[src/source/spmv_params.svh]
`ifndef SPMV_PARAMS_SVH
`define SPMV_PARAMS_SVH

// Index widths
`define COL_ID_BITS 8
`define ROW_ID_BITS 8

// Value widths
`define MAT_VAL_BITS 8
`define VEC_VAL_BITS 8

// Products and row sums share one width
`define MULT_BITS (`VEC_VAL_BITS + `MAT_VAL_BITS)

// One vector word per possible column index
`define NUM_VEC_VALS (1 << `COL_ID_BITS)

// Depth of every FIFO in the lane
`define FIFO_DEPTH 8
`define FIFO_DEPTH_BITS 3

`endif

[src/source/spmv_pkg.sv]
`include "spmv_params.svh"

package spmv_pkg;

	////////////////////
	// Data types
	////////////////////

	typedef logic [`COL_ID_BITS-1:0] col_id_t;
	typedef logic [`ROW_ID_BITS-1:0] row_id_t;
	typedef logic [`MAT_VAL_BITS-1:0] mat_val_t;
	typedef logic [`VEC_VAL_BITS-1:0] vec_val_t;

	// Product or running row sum
	typedef logic [`MULT_BITS-1:0] mult_t;

	////////////////////
	// Accumulator FSM
	////////////////////

	typedef enum logic [1:0] {
		ACC_IDLE,
		ACC_SUM,
		ACC_FLUSH,
		ACC_DONE
	} acc_state_t;

endpackage

[src/source/spmv_lane.sv]
////////////////////
// Product stream
////////////////////

// Head of the product FIFO plus the end-of-stream flag
interface prod_stream_if import spmv_pkg::*; ();

	mult_t   product;
	row_id_t row_id;
	logic    empty;
	logic    rd_en;
	logic    stream_end;

	modport source (
		output product,
		output row_id,
		output empty,
		output stream_end,
		input  rd_en
	);

	modport sink (
		input  product,
		input  row_id,
		input  empty,
		input  stream_end,
		output rd_en
	);

endinterface

////////////////////
// Lane top
////////////////////

module spmv_lane import spmv_pkg::*; (
	input  logic     clk,
	input  logic     rst,

	// Vector load
	input  logic     vec_wr_en,
	input  col_id_t  vec_wr_addr,
	input  vec_val_t vec_wr_data,

	// Nonzero push, sorted by row
	input  logic     nz_wr_en,
	input  row_id_t  nz_row_id,
	input  col_id_t  nz_col_id,
	input  mat_val_t nz_mat_val,
	output logic     nz_full,

	input  logic     start,
	input  logic     input_done,

	// Finished rows
	output row_id_t  out_row,
	output mult_t    out_sum,
	output logic     out_empty,
	input  logic     out_rd_en,

	output logic     done
);

	prod_stream_if prod ();

	product_stage u_product_stage (
		.clk(clk),
		.rst(rst),
		.start(start),
		.input_done(input_done),
		.vec_wr_en(vec_wr_en),
		.vec_wr_addr(vec_wr_addr),
		.vec_wr_data(vec_wr_data),
		.nz_wr_en(nz_wr_en),
		.nz_row_id(nz_row_id),
		.nz_col_id(nz_col_id),
		.nz_mat_val(nz_mat_val),
		.nz_full(nz_full),
		.prod(prod.source)
	);

	row_accumulator u_row_accumulator (
		.clk(clk),
		.rst(rst),
		.start(start),
		.out_rd_en(out_rd_en),
		.prod(prod.sink),
		.out_row(out_row),
		.out_sum(out_sum),
		.out_empty(out_empty),
		.done(done)
	);

endmodule

[src/source/product_stage.sv]
`include "spmv_params.svh"

module product_stage import spmv_pkg::*; (
	input  logic          clk,
	input  logic          rst,
	input  logic          start,
	input  logic          input_done,
	input  logic          vec_wr_en,
	input  col_id_t       vec_wr_addr,
	input  vec_val_t      vec_wr_data,
	input  logic          nz_wr_en,
	input  row_id_t       nz_row_id,
	input  col_id_t       nz_col_id,
	input  mat_val_t      nz_mat_val,
	output logic          nz_full,
	prod_stream_if.source prod
);

	localparam int NZ_WIDTH = `ROW_ID_BITS + `COL_ID_BITS + `MAT_VAL_BITS;
	localparam int PROD_WIDTH = `ROW_ID_BITS + `MULT_BITS;
	localparam logic [`FIFO_DEPTH_BITS:0] DEPTH = (`FIFO_DEPTH_BITS + 1)'(`FIFO_DEPTH);

	vec_val_t vec_mem [`NUM_VEC_VALS];

	logic [NZ_WIDTH-1:0] nz_head;
	row_id_t nz_row;
	col_id_t nz_col;
	mat_val_t nz_val;
	logic nz_empty;
	logic nz_pop;

	logic [PROD_WIDTH-1:0] prod_head;
	logic [`FIFO_DEPTH_BITS:0] prod_count;
	logic [`FIFO_DEPTH_BITS:0] prod_free;
	logic [1:0] in_flight;

	logic s1_valid;
	row_id_t s1_row;
	mat_val_t s1_val;
	vec_val_t s1_vec;
	logic s2_valid;
	row_id_t s2_row;
	mult_t s2_prod;
	logic input_seen;

	sync_fifo #(.width(NZ_WIDTH), .depth_bits(`FIFO_DEPTH_BITS)) nz_fifo (
		.clk(clk),
		.rst(rst),
		.din({nz_row_id, nz_col_id, nz_mat_val}),
		.wr_en(nz_wr_en),
		.rd_en(nz_pop),
		.dout(nz_head),
		.full(nz_full),
		.empty(nz_empty),
		.count()
	);

	assign {nz_row, nz_col, nz_val} = nz_head;

	// Pop only if every product in flight still finds a free slot
	assign in_flight = 2'(s1_valid) + 2'(s2_valid);
	assign prod_free = DEPTH - prod_count;
	assign nz_pop = start & ~nz_empty & (prod_free > (`FIFO_DEPTH_BITS + 1)'(in_flight));

	////////////////////
	// Pipeline control
	////////////////////

	always_ff @(posedge clk or posedge rst) begin
		if (rst) begin
			s1_valid <= 1'b0;
			s2_valid <= 1'b0;
			input_seen <= 1'b0;
		end else begin
			s1_valid <= nz_pop;
			s2_valid <= s1_valid;
			input_seen <= input_seen | input_done;
		end
	end

	// Vector memory, lookup and multiply
	always_ff @(posedge clk) begin
		if (vec_wr_en)
			vec_mem[vec_wr_addr] <= vec_wr_data;
		if (nz_pop) begin
			s1_vec <= vec_mem[nz_col];
			s1_row <= nz_row;
			s1_val <= nz_val;
		end
		if (s1_valid) begin
			s2_row <= s1_row;
			s2_prod <= mult_t'(s1_val) * mult_t'(s1_vec);
		end
	end

	sync_fifo #(.width(PROD_WIDTH), .depth_bits(`FIFO_DEPTH_BITS)) prod_fifo (
		.clk(clk),
		.rst(rst),
		.din({s2_row, s2_prod}),
		.wr_en(s2_valid),
		.rd_en(prod.rd_en),
		.dout(prod_head),
		.full(),
		.empty(prod.empty),
		.count(prod_count)
	);

	assign {prod.row_id, prod.product} = prod_head;

	// Nothing left upstream of the product FIFO
	assign prod.stream_end = input_seen & nz_empty & ~s1_valid & ~s2_valid;

endmodule

[src/source/row_accumulator.sv]
`include "spmv_params.svh"

module row_accumulator import spmv_pkg::*; (
	input  logic        clk,
	input  logic        rst,
	input  logic        start,
	input  logic        out_rd_en,
	prod_stream_if.sink prod,
	output row_id_t     out_row,
	output mult_t       out_sum,
	output logic        out_empty,
	output logic        done
);

	localparam int OUT_WIDTH = `ROW_ID_BITS + `MULT_BITS;

	acc_state_t state;

	row_id_t cur_row;
	mult_t cur_sum;
	row_id_t wr_row;
	mult_t wr_sum;
	logic wr_pend;
	logic wr_load;
	logic out_wr;
	logic out_full;
	logic stall;
	logic pop;
	logic new_row;
	logic stream_over;
	logic flush_go;
	logic [OUT_WIDTH-1:0] out_head;

	// A finished row waits here until the output FIFO has room
	assign stall = wr_pend & out_full;
	assign out_wr = wr_pend & ~out_full;

	assign pop = start & ~prod.empty & ~stall &
		((state == ACC_IDLE) || (state == ACC_SUM));
	assign prod.rd_en = pop;

	assign new_row = (prod.row_id != cur_row);
	assign stream_over = start & prod.stream_end & prod.empty;

	// Last row goes out once upstream has drained
	assign flush_go = (state == ACC_SUM) & stream_over & ~stall;

	assign wr_load = ((state == ACC_SUM) & pop & new_row) | flush_go;

	////////////////////
	// FSM
	////////////////////

	always_ff @(posedge clk or posedge rst) begin
		if (rst) begin
			state <= ACC_IDLE;
			wr_pend <= 1'b0;
		end else begin
			wr_pend <= wr_load | (wr_pend & ~out_wr);
			case (state)
				ACC_IDLE: begin
					if (pop)
						state <= ACC_SUM;
					else if (stream_over)
						state <= ACC_DONE;    // nothing to write for an empty matrix
				end
				ACC_SUM: begin
					if (flush_go)
						state <= ACC_FLUSH;
				end
				ACC_FLUSH: begin
					if (out_wr)
						state <= ACC_DONE;
				end
				default: begin
					state <= ACC_DONE;
				end
			endcase
		end
	end

	// Running sum and the row being handed off
	always_ff @(posedge clk) begin
		if (pop) begin
			if ((state == ACC_IDLE) || new_row) begin
				cur_row <= prod.row_id;
				cur_sum <= prod.product;
			end else begin
				cur_sum <= cur_sum + prod.product;
			end
		end
		if (wr_load) begin
			wr_row <= cur_row;
			wr_sum <= cur_sum;
		end
	end

	////////////////////
	// Output FIFO
	////////////////////

	sync_fifo #(.width(OUT_WIDTH), .depth_bits(`FIFO_DEPTH_BITS)) out_fifo (
		.clk(clk),
		.rst(rst),
		.din({wr_row, wr_sum}),
		.wr_en(out_wr),
		.rd_en(out_rd_en),
		.dout(out_head),
		.full(out_full),
		.empty(out_empty),
		.count()
	);

	assign {out_row, out_sum} = out_head;

	assign done = (state == ACC_DONE);

endmodule

[src/source/sync_fifo.sv]
module sync_fifo #(
	parameter int width = 8,
	parameter int depth_bits = 3
) (
	input  logic                  clk,
	input  logic                  rst,
	input  logic [width-1:0]      din,
	input  logic                  wr_en,
	input  logic                  rd_en,
	output logic [width-1:0]      dout,
	output logic                  full,
	output logic                  empty,
	output logic [depth_bits:0]   count
);

	localparam int depth = 1 << depth_bits;

	logic [width-1:0] mem [depth];
	logic [depth_bits-1:0] wp;
	logic [depth_bits-1:0] rp;
	logic [depth_bits-1:0] wp_next;
	logic [depth_bits-1:0] rp_next;
	logic gb;
	logic same;
	logic push;
	logic pop;

	assign wp_next = wp + depth_bits'(1);
	assign rp_next = rp + depth_bits'(1);

	// Equal pointers mean full or empty and the guard bit decides
	assign same = (wp == rp);
	assign empty = same & ~gb;
	assign full = same & gb;

	// Writes to a full FIFO and reads from an empty one are ignored
	assign push = wr_en & ~full;
	assign pop = rd_en & ~empty;

	always_ff @(posedge clk or posedge rst) begin
		if (rst) begin
			wp <= '0;
			rp <= '0;
			gb <= 1'b0;
		end else begin
			if (push)
				wp <= wp_next;
			if (pop)
				rp <= rp_next;
			if (push & ~pop & (wp_next == rp))
				gb <= 1'b1;
			else if (pop & ~push)
				gb <= 1'b0;
		end
	end

	always_ff @(posedge clk) begin
		if (push)
			mem[wp] <= din;
	end

	// Show-ahead head
	assign dout = mem[rp];

	assign count = full ? (depth_bits + 1)'(depth) : {1'b0, wp - rp};

endmodule

[config.mk]
export PLATFORM = sky130hd
export DESIGN_NAME = spmv_lane
export DESIGN_NICKNAME = d
export VERILOG_FILES = /design/src/source/spmv_pkg.sv /design/src/source/spmv_lane.sv /design/src/source/product_stage.sv /design/src/source/row_accumulator.sv /design/src/source/sync_fifo.sv
export VERILOG_INCLUDE_DIRS = /design/src /design/src/source
export SDC_FILE = /design/constraint.sdc
export NUM_CORES = 2
export LEC_CHECK = 0
export BUFFER_PORTS_ARGS = -buffer_cell sky130_fd_sc_hd__buf_2
export CAP_MARGIN = 25
export CORE_UTILIZATION = 40
export CTS_CLUSTER_SIZE = 20
export DETAILED_ROUTE_END_ITERATION = 10
export PLACE_DENSITY = 0.65
export SLEW_MARGIN = 20
export SYNTH_ARGS = -nofsm -noshare
export SYNTH_HDL_FRONTEND = slang
export SYNTH_SLANG_ARGS = --single-unit
[constraint.sdc]
create_clock -name clk -period 4.9 [get_ports clk]
set_input_delay 0.735 -clock clk [delete_from_list [all_inputs] [get_ports clk]]
set_output_delay 0.735 -clock clk [all_outputs]
set_load 0.02 [all_outputs]
==> impl_results.md <==
* Yosys warns at 0
* Final hold viol count at 0
* Layout cells sized above 1 at 0.1947
* Post-DRT Antenna Nets at 0
* Worst VDD drop at 0.7701 mV
* Clk slew on worst S/H paths at 0.06 ns
* CP arrival at 5.28 ns
* CTS tree: yes
* Cells along the critical path: mux4_2 > mux2i_4 > buf_4 > buf_4 > mux4_2 > a22oi_1 > nand4_1 > a211oi_1 > nor4_1 > buf_4
* Synth top area share at 0.7547
* Comb power frac at 0.396
* Tot GR Track Use at 0.1925
* RSZ-0062 raised after global routing: no
* Clk buf depth at 4
* Yosys reg bits at 2,747
* GRT Residual Overflow at 0
* Vias per std cell at 5.615
* Period utilization at 0.9580
* H-tree depth at 5
* Static leakage at 40.05 nW
* Crit path kind: flip-flop to flip-flop
* Max-cap viol count at 0
* Largest area contributor in the netlist: edfxtp_1
* Avg Cell Area, Syn at 17.67 um2
* Total Nets Final at 6,592
* Switching share of power at 0.3538
* First-pass GRT wire length at 388.9 mm
* Flop pwr share at 0.351
* Starting Density at 0.4032
* PortBufs at 73
* Post-layout util at 0.4611
* Critical Path Max Stage Delay at 0.62 ns
* Cells taking the most area after synthesis: edfxtp_1, mux4_2, nand2_1
* Post-synthesis sequential area ratio at 0.7609
* Status: complete, no violations
* Synth async-reset ratio at 0.009829
* Post-Route WL at 265.1 mm
* Mapped Cells at 6,124
* Post-Layout Cell Count at 10.22k
* Placed cells at 9,701
* Synth top cells by count: edfxtp_1, nand2_1, mux4_2
* Wirelength per Cell at 25.95 um
* Final TNS setup at 0 ns
* Clk_lat worst skew at 0.88 ns
* Vias in the first global route at 57.06k
* CP required at 5.48 ns
* Clock Sinks at 2,747
* Die Wd at 522.2 um
* Inserted Clock Buffers at 291
* Power, Total at 84.28 mW
* Post-CTS setup buffer count at 0
* Layout area overhead at 14.36%
* Setup-failing EPs final at 0
* Filler cells at 22.35k
* Startpoint Class: flip-flop
* Critical Path Most Common Cell: buf_4
* Post-DP HPWL at 164.2 mm
* Antenna violations before repair at 15
* PwrDens at 680.9 mW/mm2
* Root buffer cell: clkbuf_16
* Max FO, Critical Path at 23
* Die Area at 0.2727 mm2
* Main synth FF type: edfxtp_1
* Slew @ Worst Pin at 1.112 ns
* Clock power frac at 0.253
* Fin. max-slew vios at 0
* Synthesized Nets at 6,272
* Layout Skew at 0.07642 ns
* Core area at 0.2684 mm2
* Io pins at 74
* NetSw at 29.81 mW
* Cell area after synthesis at 0.1082 mm2
* FP Rows at 190
* Internal cell power at 54.46 mW
* Synth cell types at 57
* Die height at 522.2 um
* Via count at 57.36k
* Fmax at 213.0 MHz
* DRT iter0 DRCs at 6,352
* Max-slew headroom at 0.2584
* Most frequent cell after synthesis: edfxtp_1
* Critical path endpoint category: flip-flop
* DR pass1 iterations at 6
* Crit-path slowest cell: a22oi_1
* Fin crit period at 4.694 ns
* RD Place Congestion at 0.8571
* Drc violations at 0
* Largest net degree at the start of global routing at 145
* Hold Path Class: input port to flip-flop
* Number of flops mapped to enable cells by yosys at 2,720
[kinds of logic after synthesis]
family	synth area share
DFF	0.7609
and+or+nand+nor	0.07423
muxes	0.1037
buffers and inverters	0.01729
AOI/OAI and AO/OA	0.02532
adders and majority gates	0.01431
xor gates and xnor gates	0.004208
[registers in the layout, indices dropped and copies added, names as in the netlist, 8 cells and up]
| signal | flops |
|---|---|
| u_product_stage.s2_prod | 16 |
| u_product_stage.nz_fifo.mem | 192 |
| u_product_stage.s2_row | 8 |
| u_row_accumulator.out_fifo.mem | 192 |
| u_product_stage.s1_vec | 8 |
| u_row_accumulator.wr_row | 8 |
| u_product_stage.prod_fifo.mem | 192 |
| u_product_stage.vec_mem | 2048 |
| u_product_stage.s1_row | 8 |
| u_row_accumulator.cur_sum | 16 |
| u_row_accumulator.cur_row | 8 |
| u_row_accumulator.wr_sum | 16 |
| u_product_stage.s1_val | 8 |
[path summary, 6_finish.rpt]
path | start | endpoint | slack, ns | cells past startpoint
min in group asynchronous | rst | u_product_stage.prod_fifo.rp[0] | 0.58 | 4
min reg2reg | u_product_stage.s1_row[2] | u_product_stage.s2_row[2] | 0.42 | 0
max reg2reg | u_product_stage.nz_fifo.rp[1] | u_product_stage.s1_vec[6] | 0.21 | 10
max in group asynchronous | rst | u_product_stage.nz_fifo.rp[0] | 3.88 | 4
max | u_product_stage.nz_fifo.rp[1] | u_product_stage.s1_vec[6] | 0.21 | 10
min | input_done | u_product_stage.input_seen | 0.09 | 2
[cells in the final DEF (no fill, tap or decap), types with 9 or more instances in the layout]
cell,synthesis,routed
a22oi_1,121,121
and3_1,18,18
o21ai_0,23,22
a32oi_1,111,111
nand2b_1,14,14
bufinv_16,0,24
nor3_1,47,38
mux4_2,402,402
edfxtp_1,2720,2720
a21oi_1,15,15
clkbuf_8,0,9
buf_12,0,47
nand3_1,299,298
clkbuf_1,177,62
clkbuf_16,0,298
clkinv_1,0,53
nor4_1,19,18
nor3_2,1,10
buf_4,16,244
mux2i_1,138,136
a31oi_1,44,44
nor2_2,0,17
clkinvlp_4,0,13
xnor2_1,27,27
nand2_1,887,879
ha_1,63,63
buf_2,103,65
fa_1,38,38
inv_1,74,74
clkinv_2,0,38
nand4_1,134,134
dfrtp_1,27,20
nor2b_1,15,13
nor2_1,326,301
xor2_1,25,25
and2_1,58,58
mux2_2,70,69
[power by group through the flow]
stage / registers (mW) / logic, mW / clock network (mW)
after CTS: 29.6 / 33.6 / 21.6
final: 29.6 / 33.3 / 21.3
after global routing: 29.8 / 35.9 / 22.4
after floorplan: 29.5 / 21.8 / 0
after global placement: 30.1 / 33.2 / 0
after detailed placement: 30.1 / 33.4 / 0
[metal layers]
| layer | vias up | share of wire | GRT usage |
|---|---|---|---|
| met5 | - | 0.00041 | 0 |
| met3 | 491 | 0.075 | 0.03125 |
| met4 | 18 | 0.037 | 0.06652 |
| met2 | 2493 | 0.49 | 0.3175 |
| li1 | 24740 | - | - |
| met1 | 29620 | 0.40 | 0.2591 |
[layout make-up]
class | count | area (um2) | share of cell area
clock buffers | 362 | 7717 | 0.06236
well taps | 3552 | 4444 | 0.03591
inverters | 74 | 277.8 | 0.002244
clock inverters | 145 | 1396 | 0.01128
flip-flops and latches | 2747 | 82370 | 0.6655
multi-input cells | 2963 | 24290 | 0.1962
repair buffers | 367 | 3258 | 0.02633
diodes | 5 | 12.51 | 0.0001011
[critical path, delay by kind of cell, from the launching register on]
kind,cells,cell delay (ns)
muxes,3,1.45
AOI/OAI and AO/OA,2,1.06
buffers and inverters,3,0.94
DFF,1,0.61
and+or+nand+nor,2,0.36
[stage by stage]
step,worst slack (ns),hold WS (ns),instance area [um2]
final,0.2057,0.09196,123800
after floorplan,0.1939,0.4003,108200
after CTS,0.1779,0.03952,123700
after global routing,0.01895,0.07068,123800
after global placement,0.1001,0.4017,114600
after detailed placement,0.2021,0.4062,114600
[repair_timing]
| item | in CTS | in global routing |
|---|---|---|
| endpoints found under the hold margin | 1 | 0 |
| hold buffers | 1 | 0 |
| setup endpoints to repair | 0 | 1 |
| resized for setup | 0 | 1 |
No activity file was read; power rests on OpenSTA's default activity.
